===== config.mk =====
export PLATFORM = sky130hd
export DESIGN_NAME = wbuf_top
export DESIGN_NICKNAME = d
export VERILOG_FILES = /design/src/hw/wbuf_pkg.sv /design/src/hw/wbuf_top.sv /design/src/hw/wbuf_retire.sv /design/src/hw/wbuf_issue.sv /design/src/hw/wbuf_store.sv
export VERILOG_INCLUDE_DIRS = /design/src /design/src/hw
export SDC_FILE = /design/constraint.sdc
export NUM_CORES = 1
export LEC_CHECK = 0
export ABC_CLOCK_PERIOD_IN_PS = 23500
export BUFFER_PORTS_ARGS = -buffer_cell sky130_fd_sc_hd__buf_2
export CORE_UTILIZATION = 49
export CTS_BUF_LIST = sky130_fd_sc_hd__clkbuf_4 sky130_fd_sc_hd__clkbuf_8
export DETAILED_ROUTE_END_ITERATION = 8
export GPL_ROUTABILITY_DRIVEN = 0
export MAX_ROUTING_LAYER = met4
export PLACE_DENSITY = 0.67
export SETUP_SLACK_MARGIN = 0.02
export SLEW_MARGIN = 10
export SYNTH_ARGS = -nofsm -noshare
export SYNTH_HDL_FRONTEND = slang
export SYNTH_HIERARCHICAL = 1
export SYNTH_SLANG_ARGS = --single-unit

===== constraint.sdc =====
create_clock -name clk_i -period 23.5 [get_ports clk_i]
set_clock_uncertainty 0.2 [all_clocks]
set_input_delay 1.175 -clock clk_i [delete_from_list [all_inputs] [get_ports clk_i]]
set_output_delay 1.175 -clock clk_i [all_outputs]
set_load 0.005 [all_outputs]

===== src/hw/wbuf_params.svh =====
// sizes of the coalescing write buffer
// included by the type package and by every module that sizes arrays or loops
// with these values; the include guard keeps repeated inclusion harmless

`ifndef WBUF_PARAMS_SVH
`define WBUF_PARAMS_SVH

// number of dword entries in the buffer
// must be a power of two, the round-robin pointer wraps by truncation
`define WBUF_DEPTH  4

// transaction slots, one ID per slot, also a power of two
`define WBUF_MAX_TX 2

// byte address width on the core side
`define WBUF_ADDR_W 32

// one buffer entry holds a dword
`define WBUF_DATA_W 64
`define WBUF_BE_W   8

`endif

===== src/hw/wbuf_pkg.sv =====
// types shared by the write buffer stages
// every RTL module imports this package by wildcard in its header,
// the sizes behind the types come from the params header

`default_nettype none

`include "wbuf_params.svh"

package wbuf_pkg;

  // dword address, byte address without the offset inside the dword
  typedef logic [`WBUF_ADDR_W-$clog2(`WBUF_BE_W)-1:0] wtag_t;

  // payload of one entry and its byte mask
  typedef logic [`WBUF_DATA_W-1:0] dword_t;
  typedef logic [`WBUF_BE_W-1:0]   be_t;

  // index of an entry, index of a transaction slot
  typedef logic [$clog2(`WBUF_DEPTH)-1:0]  entry_ptr_t;
  typedef logic [$clog2(`WBUF_MAX_TX)-1:0] tx_id_t;

  // one bit per entry, one bit per slot
  typedef logic [`WBUF_DEPTH-1:0]  entry_mask_t;
  typedef logic [`WBUF_MAX_TX-1:0] tx_mask_t;

endpackage

`default_nettype wire


===== src/hw/wbuf_top.sv =====
// top level of the coalescing write buffer
// core store port in, split write transactions out, responses back in any
// order; store, issue and retire stages are wired here and nothing else

`timescale 1ns/1ps
`default_nettype none

`include "wbuf_params.svh"

module wbuf_top import wbuf_pkg::*; (
  input  logic                    clk_i,
  input  logic                    reset_i,
  // core store port
  input  logic                    st_req_i,
  input  logic [`WBUF_ADDR_W-1:0] st_addr_i,
  input  dword_t                  st_data_i,
  input  be_t                     st_be_i,
  output logic                    st_gnt_o,
  // memory request port
  output logic                    mem_req_o,
  output wtag_t                   mem_wtag_o,
  output dword_t                  mem_data_o,
  output be_t                     mem_be_o,
  output tx_id_t                  mem_id_o,
  input  logic                    mem_ack_i,
  // memory response port
  input  logic                    mem_rtrn_vld_i,
  input  tx_id_t                  mem_rtrn_id_i,
  // status
  output logic                    empty_o
);

  // store to issue
  entry_mask_t              dirty;
  be_t    [`WBUF_DEPTH-1:0] bdirty;
  wtag_t  [`WBUF_DEPTH-1:0] wtag;
  dword_t [`WBUF_DEPTH-1:0] data;
  // issue to store
  logic       sent;
  entry_ptr_t sent_ptr;
  be_t        sent_be;
  // issue to retire
  logic       alloc;
  tx_id_t     alloc_id;
  entry_ptr_t alloc_ptr;
  be_t        alloc_be;
  // retire to issue and store
  tx_mask_t   tx_free;
  logic       evict;
  entry_ptr_t evict_ptr;
  be_t        evict_be;

  wbuf_store store_i (
    .clk_i       ( clk_i     ),
    .reset_i     ( reset_i   ),
    .st_req_i    ( st_req_i  ),
    .st_addr_i   ( st_addr_i ),
    .st_data_i   ( st_data_i ),
    .st_be_i     ( st_be_i   ),
    .st_gnt_o    ( st_gnt_o  ),
    .sent_i      ( sent      ),
    .sent_ptr_i  ( sent_ptr  ),
    .sent_be_i   ( sent_be   ),
    .evict_i     ( evict     ),
    .evict_ptr_i ( evict_ptr ),
    .evict_be_i  ( evict_be  ),
    .dirty_o     ( dirty     ),
    .bdirty_o    ( bdirty    ),
    .wtag_o      ( wtag      ),
    .data_o      ( data      ),
    .empty_o     ( empty_o   )
  );

  wbuf_issue issue_i (
    .clk_i       ( clk_i      ),
    .reset_i     ( reset_i    ),
    .dirty_i     ( dirty      ),
    .bdirty_i    ( bdirty     ),
    .wtag_i      ( wtag       ),
    .data_i      ( data       ),
    .tx_free_i   ( tx_free    ),
    .mem_req_o   ( mem_req_o  ),
    .mem_wtag_o  ( mem_wtag_o ),
    .mem_data_o  ( mem_data_o ),
    .mem_be_o    ( mem_be_o   ),
    .mem_id_o    ( mem_id_o   ),
    .mem_ack_i   ( mem_ack_i  ),
    .sent_o      ( sent       ),
    .sent_ptr_o  ( sent_ptr   ),
    .sent_be_o   ( sent_be    ),
    .alloc_o     ( alloc      ),
    .alloc_id_o  ( alloc_id   ),
    .alloc_ptr_o ( alloc_ptr  ),
    .alloc_be_o  ( alloc_be   )
  );

  wbuf_retire retire_i (
    .clk_i          ( clk_i          ),
    .reset_i        ( reset_i        ),
    .alloc_i        ( alloc          ),
    .alloc_id_i     ( alloc_id       ),
    .alloc_ptr_i    ( alloc_ptr      ),
    .alloc_be_i     ( alloc_be       ),
    .mem_rtrn_vld_i ( mem_rtrn_vld_i ),
    .mem_rtrn_id_i  ( mem_rtrn_id_i  ),
    .tx_free_o      ( tx_free        ),
    .evict_o        ( evict          ),
    .evict_ptr_o    ( evict_ptr      ),
    .evict_be_o     ( evict_be       )
  );

endmodule

`default_nettype wire


===== src/hw/wbuf_retire.sv =====
// retire stage of the write buffer
// keeps one slot per transaction ID with the entry and bytes it carries,
// queues returned IDs in a small FIFO and turns the FIFO head into an
// eviction command for store, one response per cycle

`timescale 1ns/1ps
`default_nettype none

`include "wbuf_params.svh"

module wbuf_retire import wbuf_pkg::*; (
  input  logic       clk_i,
  input  logic       reset_i,
  // slot allocation from issue
  input  logic       alloc_i,
  input  tx_id_t     alloc_id_i,
  input  entry_ptr_t alloc_ptr_i,
  input  be_t        alloc_be_i,
  // memory response port
  input  logic       mem_rtrn_vld_i,
  input  tx_id_t     mem_rtrn_id_i,
  // to issue and store
  output tx_mask_t   tx_free_o,
  output logic       evict_o,
  output entry_ptr_t evict_ptr_o,
  output be_t        evict_be_o
);

  // transaction slots
  tx_mask_t                        slot_vld_q;
  entry_ptr_t [`WBUF_MAX_TX-1:0]   slot_ptr_q;
  be_t        [`WBUF_MAX_TX-1:0]   slot_be_q;

  // return-ID fifo, as deep as there are IDs so it never overflows
  tx_id_t [`WBUF_MAX_TX-1:0]       fifo_q;
  tx_id_t                          fifo_wr_q;
  tx_id_t                          fifo_rd_q;
  logic   [$clog2(`WBUF_MAX_TX):0] fifo_cnt_q;
  tx_id_t                          rtrn_id;

  assign rtrn_id     = fifo_q[fifo_rd_q];
  // head popped every cycle it is present
  assign evict_o     = (fifo_cnt_q != '0);
  assign evict_ptr_o = slot_ptr_q[rtrn_id];
  assign evict_be_o  = slot_be_q[rtrn_id];
  assign tx_free_o   = ~slot_vld_q;

  always_ff @(posedge clk_i) begin : p_fifo_ctrl
    if (reset_i) begin
      fifo_wr_q  <= '0;
      fifo_rd_q  <= '0;
      fifo_cnt_q <= '0;
    end else begin
      if (mem_rtrn_vld_i) begin
        fifo_wr_q <= fifo_wr_q + tx_id_t'(1);
      end
      if (evict_o) begin
        fifo_rd_q <= fifo_rd_q + tx_id_t'(1);
      end
      case ({mem_rtrn_vld_i, evict_o})
        2'b10:   fifo_cnt_q <= fifo_cnt_q + 1'b1;
        2'b01:   fifo_cnt_q <= fifo_cnt_q - 1'b1;
        default: fifo_cnt_q <= fifo_cnt_q;
      endcase
    end
  end

  always_ff @(posedge clk_i) begin : p_fifo_mem
    if (mem_rtrn_vld_i) begin
      fifo_q[fifo_wr_q] <= mem_rtrn_id_i;
    end
  end

  // a slot evicted now is still busy this cycle, so alloc never hits it
  always_ff @(posedge clk_i) begin : p_slot_vld
    if (reset_i) begin
      slot_vld_q <= '0;
    end else begin
      if (evict_o) begin
        slot_vld_q[rtrn_id] <= 1'b0;
      end
      if (alloc_i) begin
        slot_vld_q[alloc_id_i] <= 1'b1;
      end
    end
  end

  always_ff @(posedge clk_i) begin : p_slot_data
    if (alloc_i) begin
      slot_ptr_q[alloc_id_i] <= alloc_ptr_i;
      slot_be_q[alloc_id_i]  <= alloc_be_i;
    end
  end

endmodule

`default_nettype wire


===== src/hw/wbuf_issue.sv =====
// issue stage of the write buffer
// picks a dirty entry round-robin and the lowest free transaction ID, drives
// the memory request port and reports the issued bytes to store and retire.
// a request that is not acked at once is held in registers until mem_ack_i

`timescale 1ns/1ps
`default_nettype none

`include "wbuf_params.svh"

module wbuf_issue import wbuf_pkg::*; (
  input  logic                     clk_i,
  input  logic                     reset_i,
  // entry view from store
  input  entry_mask_t              dirty_i,
  input  be_t    [`WBUF_DEPTH-1:0] bdirty_i,
  input  wtag_t  [`WBUF_DEPTH-1:0] wtag_i,
  input  dword_t [`WBUF_DEPTH-1:0] data_i,
  // free slots from retire
  input  tx_mask_t                 tx_free_i,
  // memory request port
  output logic                     mem_req_o,
  output wtag_t                    mem_wtag_o,
  output dword_t                   mem_data_o,
  output be_t                      mem_be_o,
  output tx_id_t                   mem_id_o,
  input  logic                     mem_ack_i,
  // issued bytes back to store
  output logic                     sent_o,
  output entry_ptr_t               sent_ptr_o,
  output be_t                      sent_be_o,
  // slot allocation to retire
  output logic                     alloc_o,
  output tx_id_t                   alloc_id_o,
  output entry_ptr_t               alloc_ptr_o,
  output be_t                      alloc_be_o
);

  entry_ptr_t rr_q;
  entry_ptr_t sel_ptr;
  tx_id_t     free_id;
  logic       start;
  logic       wait_q;

  // held request while the memory stalls
  wtag_t  hold_wtag_q;
  dword_t hold_data_q;
  be_t    hold_be_q;
  tx_id_t hold_id_q;

  ////////////////////////////////////////////////////////////////////////////
  // entry and ID choice
  ////////////////////////////////////////////////////////////////////////////

  // first dirty entry at or after the round-robin pointer
  always_comb begin : p_rr
    entry_ptr_t cand;
    sel_ptr = rr_q;
    for (int i = `WBUF_DEPTH-1; i >= 0; i--) begin
      cand = rr_q + entry_ptr_t'(i);
      if (dirty_i[cand]) begin
        sel_ptr = cand;
      end
    end
  end

  // lowest free slot
  always_comb begin : p_id
    free_id = '0;
    for (int t = `WBUF_MAX_TX-1; t >= 0; t--) begin
      if (tx_free_i[t]) begin
        free_id = tx_id_t'(t);
      end
    end
  end

  // a new request needs an issuable entry and a slot
  assign start = ~wait_q & (|dirty_i) & (|tx_free_i);

  ////////////////////////////////////////////////////////////////////////////
  // memory request port
  ////////////////////////////////////////////////////////////////////////////

  // first cycle comes straight from the entry, later cycles from the hold regs,
  // so a store merging into the entry cannot disturb a stalled request
  assign mem_req_o  = wait_q | start;
  assign mem_wtag_o = wait_q ? hold_wtag_q : wtag_i[sel_ptr];
  assign mem_data_o = wait_q ? hold_data_q : data_i[sel_ptr];
  assign mem_be_o   = wait_q ? hold_be_q : bdirty_i[sel_ptr];
  assign mem_id_o   = wait_q ? hold_id_q : free_id;

  // bytes are marked in flight in the first request cycle, a rewrite after
  // that point is dirty again and goes out after the response
  assign sent_o     = start;
  assign sent_ptr_o = sel_ptr;
  assign sent_be_o  = bdirty_i[sel_ptr];

  // slot reserved at the same time, no response can come before the transfer
  assign alloc_o     = start;
  assign alloc_id_o  = free_id;
  assign alloc_ptr_o = sel_ptr;
  assign alloc_be_o  = bdirty_i[sel_ptr];

  always_ff @(posedge clk_i) begin : p_ctrl
    if (reset_i) begin
      rr_q   <= '0;
      wait_q <= 1'b0;
    end else begin
      // pointer moves past the chosen entry, locked while waiting
      if (start) begin
        rr_q <= sel_ptr + entry_ptr_t'(1);
      end
      wait_q <= mem_req_o & ~mem_ack_i;
    end
  end

  always_ff @(posedge clk_i) begin : p_hold
    if (start) begin
      hold_wtag_q <= wtag_i[sel_ptr];
      hold_data_q <= data_i[sel_ptr];
      hold_be_q   <= bdirty_i[sel_ptr];
      hold_id_q   <= free_id;
    end
  end

endmodule

`default_nettype wire


===== src/hw/wbuf_store.sv =====
// store stage of the write buffer
// holds the entry array with per-byte valid/dirty/txblock state, grants core
// stores and merges them into a hit entry or the lowest free one.
// issue reads the issuable bytes from here, retire sends back evictions
//   v/d/t = 0/0/0 free, 1/1/0 dirty, 1/0/1 in flight, 1/1/1 rewritten in flight

`timescale 1ns/1ps
`default_nettype none

`include "wbuf_params.svh"

module wbuf_store import wbuf_pkg::*; (
  input  logic                     clk_i,
  input  logic                     reset_i,
  // core store port
  input  logic                     st_req_i,
  input  logic [`WBUF_ADDR_W-1:0]  st_addr_i,
  input  dword_t                   st_data_i,
  input  be_t                      st_be_i,
  output logic                     st_gnt_o,
  // bytes handed to memory by issue
  input  logic                     sent_i,
  input  entry_ptr_t               sent_ptr_i,
  input  be_t                      sent_be_i,
  // returned transaction from retire
  input  logic                     evict_i,
  input  entry_ptr_t               evict_ptr_i,
  input  be_t                      evict_be_i,
  // entry view for issue
  output entry_mask_t              dirty_o,
  output be_t    [`WBUF_DEPTH-1:0] bdirty_o,
  output wtag_t  [`WBUF_DEPTH-1:0] wtag_o,
  output dword_t [`WBUF_DEPTH-1:0] data_o,
  output logic                     empty_o
);

  // entry array
  wtag_t  [`WBUF_DEPTH-1:0] wtag_q, wtag_d;
  dword_t [`WBUF_DEPTH-1:0] data_q, data_d;
  be_t    [`WBUF_DEPTH-1:0] valid_q, valid_d;
  be_t    [`WBUF_DEPTH-1:0] dirty_q, dirty_d;
  be_t    [`WBUF_DEPTH-1:0] txblock_q, txblock_d;

  entry_mask_t ent_vld;
  entry_mask_t hit_oh;
  entry_ptr_t  hit_ptr;
  entry_ptr_t  free_ptr;
  entry_ptr_t  wr_ptr;
  wtag_t       st_wtag;
  logic        st_hit;
  logic        full;
  logic        st_wr;

  ////////////////////////////////////////////////////////////////////////////
  // entry flags
  ////////////////////////////////////////////////////////////////////////////

  assign st_wtag = st_addr_i[`WBUF_ADDR_W-1:$clog2(`WBUF_BE_W)];

  for (genvar k = 0; k < `WBUF_DEPTH; k++) begin : gen_flags
    assign ent_vld[k] = |valid_q[k];
    // tags are unique, an entry is only allocated on a miss
    assign hit_oh[k]  = ent_vld[k] & (wtag_q[k] == st_wtag);
    // nothing of an entry goes out while any of its bytes is in flight,
    // two writes to one dword could overtake each other in memory
    assign bdirty_o[k] = (|txblock_q[k]) ? '0 : (valid_q[k] & dirty_q[k]);
    assign dirty_o[k]  = |bdirty_o[k];
  end

  // hit index and lowest free entry, lowest index wins
  always_comb begin : p_search
    hit_ptr  = '0;
    free_ptr = '0;
    for (int k = `WBUF_DEPTH-1; k >= 0; k--) begin
      if (hit_oh[k]) begin
        hit_ptr = entry_ptr_t'(k);
      end
      if (!ent_vld[k]) begin
        free_ptr = entry_ptr_t'(k);
      end
    end
  end

  assign st_hit   = |hit_oh;
  assign full     = &ent_vld;
  assign wr_ptr   = st_hit ? hit_ptr : free_ptr;
  // grant in the request cycle if the dword coalesces or an entry is free
  assign st_gnt_o = st_hit | ~full;
  assign st_wr    = st_req_i & st_gnt_o;

  assign empty_o = ~(|ent_vld);
  assign wtag_o  = wtag_q;
  assign data_o  = data_q;

  ////////////////////////////////////////////////////////////////////////////
  // update: eviction, then sent bytes, then the new store
  ////////////////////////////////////////////////////////////////////////////

  always_comb begin : p_update
    wtag_d    = wtag_q;
    data_d    = data_q;
    valid_d   = valid_q;
    dirty_d   = dirty_q;
    txblock_d = txblock_q;

    // response back: unblock the bytes, drop the ones not rewritten meanwhile
    if (evict_i) begin
      txblock_d[evict_ptr_i] = txblock_d[evict_ptr_i] & ~evict_be_i;
      valid_d[evict_ptr_i]   = valid_d[evict_ptr_i] & ~(evict_be_i & ~dirty_q[evict_ptr_i]);
    end

    // bytes now owned by a transaction
    if (sent_i) begin
      dirty_d[sent_ptr_i]   = dirty_d[sent_ptr_i] & ~sent_be_i;
      txblock_d[sent_ptr_i] = txblock_d[sent_ptr_i] | sent_be_i;
    end

    // a store in the same cycle sets dirty again, so a sent byte goes out once more
    if (st_wr) begin
      wtag_d[wr_ptr] = st_wtag;
      for (int b = 0; b < `WBUF_BE_W; b++) begin
        if (st_be_i[b]) begin
          valid_d[wr_ptr][b]      = 1'b1;
          dirty_d[wr_ptr][b]      = 1'b1;
          data_d[wr_ptr][b*8 +: 8] = st_data_i[b*8 +: 8];
        end
      end
    end
  end

  // byte state
  always_ff @(posedge clk_i) begin : p_state
    if (reset_i) begin
      valid_q   <= '0;
      dirty_q   <= '0;
      txblock_q <= '0;
    end else begin
      valid_q   <= valid_d;
      dirty_q   <= dirty_d;
      txblock_q <= txblock_d;
    end
  end

  // tags and data, meaningless while the byte is invalid
  always_ff @(posedge clk_i) begin : p_payload
    wtag_q <= wtag_d;
    data_q <= data_d;
  end

endmodule

`default_nettype wire


# After elaboration in Yosys (flattened, before gate mapping)
# Index checks and enable logic that the tools add are counted.
[totals]
reg_bits = 601
out_inout_bits = 105
word_cells = 311
[op_classes]
magnitude_cmp = 17
bitwise_logic = 47
eq_ne = 6
n_mux = 172
n_reduce_logical = 25
n_addsub = 8
[ops]
columns = ["op", "n"]
rows = [
  ["two-way mux 256 bit", 15],
  ["bitwise mux 256 bit", 8],
  ["two-way mux 32 bit", 37],
  ["demux 64 bit (select 2 bit)", 8],
  ["bitwise OR 32 bit", 16],
  ["two-way mux 64 bit", 3],
  ["demux 8 bit (select 2 bit)", 10],
  ["two-way mux 8 bit", 18],
  ["binary-select mux 64 bit (select 2 bit)", 1],
  ["bitwise mux 32 bit", 4],
  ["bitwise mux 116 bit", 1],
  ["equality test 29 bit", 4],
  ["binary-select mux 8 bit (select 2 bit)", 6],
  ["OR reduction 8 bit", 12],
  ["two-way mux 29 bit", 3],
  ["AND 8 bit", 8],
  ["OR reduction 32 bit", 2],
  ["binary-select mux 29 bit (select 2 bit)", 1],
  ["demux 29 bit (select 2 bit)", 1],
  ["two-way mux 56 bit", 1],
  ["two-way mux 48 bit", 1],
  ["two-way mux 2 bit", 20],
  ["two-way mux 40 bit", 1],
  ["inverter 8 bit", 4],
  ["38 further kinds", 90],
]

# Depth between registers and ports, before layout
[logic_depth]
word_depth = 39
depth_mapped = 19
depth_no_buf = 14

# Modules after synthesis
# The synthesis kept the hierarchy.
[modules_own_cells]
columns = ["module", "instances", "cells_per_inst", "seq_area_each_um2", "area_each_um2"]
rows = [
  ["wbuf_store", 1, 1217, 13092.6, 18292.5],
  ["wbuf_issue", 1, 1200, 3123.0, 9359.0],
  ["wbuf_retire", 1, 66, 780.7, 1098.6],
]

# Least setup slack after synthesis
# No wires, ideal clock.
[synth_timing]
kind = "register to register"
start = "reg store_i/txblock_q[26] in the netlist's numbering"
end = "reg store_i/dirty_q[16] in the netlist's numbering"
t_required_ns = 23.166
stages_incl_launch_ff = 13
arrival_time_ns = 10.295
path_slack_ns = 12.871
setup_ns = 0.134
period_less_slack_ns = 10.629
path_cell_list = "dfxtp_1 > or4_1 > nor2_1 > and3_1 > nor4_1 > nand2_1 > nor4_1 > nor3_1 > buf_4 > clkbuf_1 > nand2_1 > mux2i_1 > o22ai_1"
[synth_lines]
columns = ["item", "line", "source"]
rows = [
  ["start, declared", "wbuf_store.sv:42", "be_t [`WBUF_DEPTH-1:0] txblock_q, txblock_d;"],
  ["start signal, assigned", "wbuf_store.sv:140", "txblock_q <= txblock_d;"],
  ["end signal, assigned", "wbuf_store.sv:139", "dirty_q <= dirty_d;"],
  ["end, declared", "wbuf_store.sv:41", "be_t [`WBUF_DEPTH-1:0] dirty_q, dirty_d;"],
]

==> metrics.txt <==
Worst Path Arrival 7210 ps; worst-path cell chain or4_1 > nor2_1 > and3_1 > nor4_1 > nand2_1 > and3b_1 > or4_4 > and2_4 > inv_8 > buf_4 > a211oi_1 > a211oi_1 > buf_2; CP required 22130 ps; Initial Util 49.7%; Max Clk Rate 116 MHz; Slew headroom 16.3%; worst-path fanout max 115; post-CTS setup buffer count 0; flop-to-flop setup slack 16350 ps; setup violators final 0; reg-to-reg critical path endpoint store_i/dirty_q[13]; DRT iter0 DRCs 2386; Routed WL per cell 23.5 um; drt drc 0; Hold Path Class flop to flop; CTS clk-pin slew, worst paths 60 ps; vias post-DR 21.7k; Synth area leaders edfxtp_1 52%, a211oi_1 8.0%, dfxtp_1 7.3%, and3_1 5.2%, nand2_1 3.7%; GR Util All Layers 27.6%; syn avg cell area 11.6 sq um; CTS hold repair buffers 0; CP startpoint kind flop; Pins Over Slew Limit 0; Max clock buf depth 3; Detailed Route WL 81400 um; Die Width 244 um; HP Start retire_i/slot_vld_q[1]; Hold Path Stages 2; FF+latch count, synth 601; share of cells above drive strength 1 17.3%; Synth Cell Area 28800 sq um; Setup TNS 0 ps; RSZ-0062 raised after global routing no; RR Startpoint store_i/txblock_q[25]; CP max stage delay 960 ps; total CTS buffers 98; final std cells w/o fill 3465; worst skew pair latency 690 ps; num rows 88; number of nets in the layout 2720; first-pass GRT wire length 123000 um; die area 59600 sq um; Final min period 8590 ps; CTS tree built; dpl ws 15850 ps; final hold vios 0; # port buffers 211; WS Path Type flop to output pin; Synth async-reset ratio 0%; status finished clean; Die Ht 244 um; endpoint of the worst hold path retire_i/slot_vld_q[1]; Synth Flop Type edfxtp_1; Yosys top cell by area edfxtp_1; Net Count, Synth 2594; number of synthesized flops with an enable pin 496; fin crit share 36.5%; Reg2Reg Depth 15; Layout fillers 4858; area grow syn2layout 11.5%; vias in the first global route 20.6k; YS warnings 6; max cap viols 0; initial antenna violation count 7; grt ovf 0; H-tree lvl count 3; largest net degree at the start of global routing 205; Post-CTS Resized 0; root buf cell clkbuf_8; Sink Count 601; sequential fraction of the synthesis area 59.1%; slew of the pin with the lowest slew margin 1260 ps; crit end category output pin; CP dominant cell by count a211oi_1; Unique masters post-synth 63; drt first pass iters 5; Post-Syn Instances 2483; Core ar. 57800 sq um; ANT nets after route 0; top-area cell type share of the netlist area 51.8%; vias per inst 6.25; post-DP HPWL 49500 um; I/O pin count 215; Max stage delay cell, worst path buf_4; post-route setup slack 14910 ps; Inst Count DP 3274
==> registers in the layout (all words and copies together), names as in the netlist, 2 cells and up <==
signal	cells
retire_i/fifo_cnt_q	2
store_i/data_o	256
retire_i/fifo_q	2
retire_i/slot_vld_q	2
retire_i/slot_ptr_q	4
store_i/txblock_q	32
store_i/dirty_q	32
retire_i/slot_be_q	16
issue_i/hold_be_q	8
store_i/wtag_o	116
issue_i/hold_data_q	64
issue_i/hold_wtag_q	29
issue_i/rr_q	2
store_i/valid_q	32
==> through the flow <==
step	hold WS, ps	instance area (sq um)	util, %
after floorplan	241	28800	-
after global placement	255	30100	52.1
after detailed placement	267	30100	52.1
after CTS	275	32000	55.4
after global routing	297	32000	55.4
final	272	32100	55.5
==> placed cells by master, fill, tap and decap left out, types with 63 or more instances in the layout <==
cell,instances
a211oi_1,308
a21oi_1,65
a31oi_1,102
and3_1,237
buf_2,210
clkbuf_8,106
dfxtp_1,105
edfxtp_1,496
nand2_1,282
nor2_1,147
xnor2_1,63
==> per-layer routing <==
| layer | track usage, % | vias up | routed length (um) |
|---|---|---|---|
| met5 | - | - | 0 |
| met4 | 10.8 | 0 | 2660 |
| met3 | 4.95 | 171 | 7020 |
| met2 | 42.2 | 1039 | 38000 |
| met1 | 36.5 | 10658 | 33700 |
| li1 | - | 9803 | - |
==> worst max-delay path: cells and delay by family, from the launching register on <==
kind | cells | cell delay, ps
buffers and inverters | 3 | 1760
DFF | 1 | 330
AOI/OAI and AO/OA | 2 | 1110
and+or+nand+nor | 8 | 3230
==> cell type report <==
type | instances | area [sq um] | share of cell area, %
timing repair buffer | 233 | 1260 | 3.93
clock buffer | 137 | 1690 | 5.28
clock inverter | 45 | 248 | 0.773
sequential | 601 | 17000 | 53.0
multi-input combinational | 1632 | 10700 | 33.4
inverter | 43 | 174 | 0.543
antenna | 9 | 22.5 | 0.0703
tap | 765 | 957 | 2.99
==> how the worst max path moves through the flow <==
stage                                     start                   to  slack (ps)  cells after the start
after global placement    store_i/txblock_q[30]          mem_be_o[4]       15930                     13
final                     store_i/txblock_q[25]          mem_be_o[4]       14910                     13
after global routing      store_i/txblock_q[26]          mem_be_o[4]       14740                     13
after CTS                 store_i/txblock_q[29]          mem_be_o[4]       15090                     13
after floorplan           store_i/txblock_q[26]  store_i/dirty_q[16]       12870                     12
after detailed placement  store_i/txblock_q[30]          mem_be_o[4]       15850                     13
==> synthesized netlist by cell type (2+ instances only) <==
library cell / instances
buf_6: 9
nor2_1: 149
and2_1: 43
a32oi_1: 32
edfxtp_1: 496
nand2b_1: 8
buf_2: 25
mux2_4: 8
o2111ai_1: 8
mux2i_1: 32
nor3b_1: 2
dfxtp_1: 105
or4_1: 12
nor2b_1: 16
buf_4: 19
and3_1: 237
nand2_1: 282
clkbuf_1: 148
a21oi_1: 65
nand4_1: 25
xnor2_1: 63
o21ai_0: 43
xor2_1: 58
nand3_1: 4
o22ai_1: 32
mux4_2: 32
and3b_1: 2
or3_1: 2
inv_1: 41
mux2_2: 3
nor3_1: 8
o21ba_2: 2
buf_1: 6
nor4_1: 28
a31oi_1: 102
and4_1: 2
a211oi_1: 308
==> cell families (layout without fill, tap and decap cells) <==
logic type	Yosys count	count (layout)	synth area share, %
mux	76	76	4.20
fa+ha+maj	1	1	0.0435
flops	601	601	59.1
compound gates	607	607	14.7
buf+inv	250	458	3.86
other cells	0	9	0
xor+xnor	121	121	3.69
simple gates	827	827	14.4
Power is not shown: default switching activity piles up to over one toggle a cycle in this logic, so the estimate is an artifact.
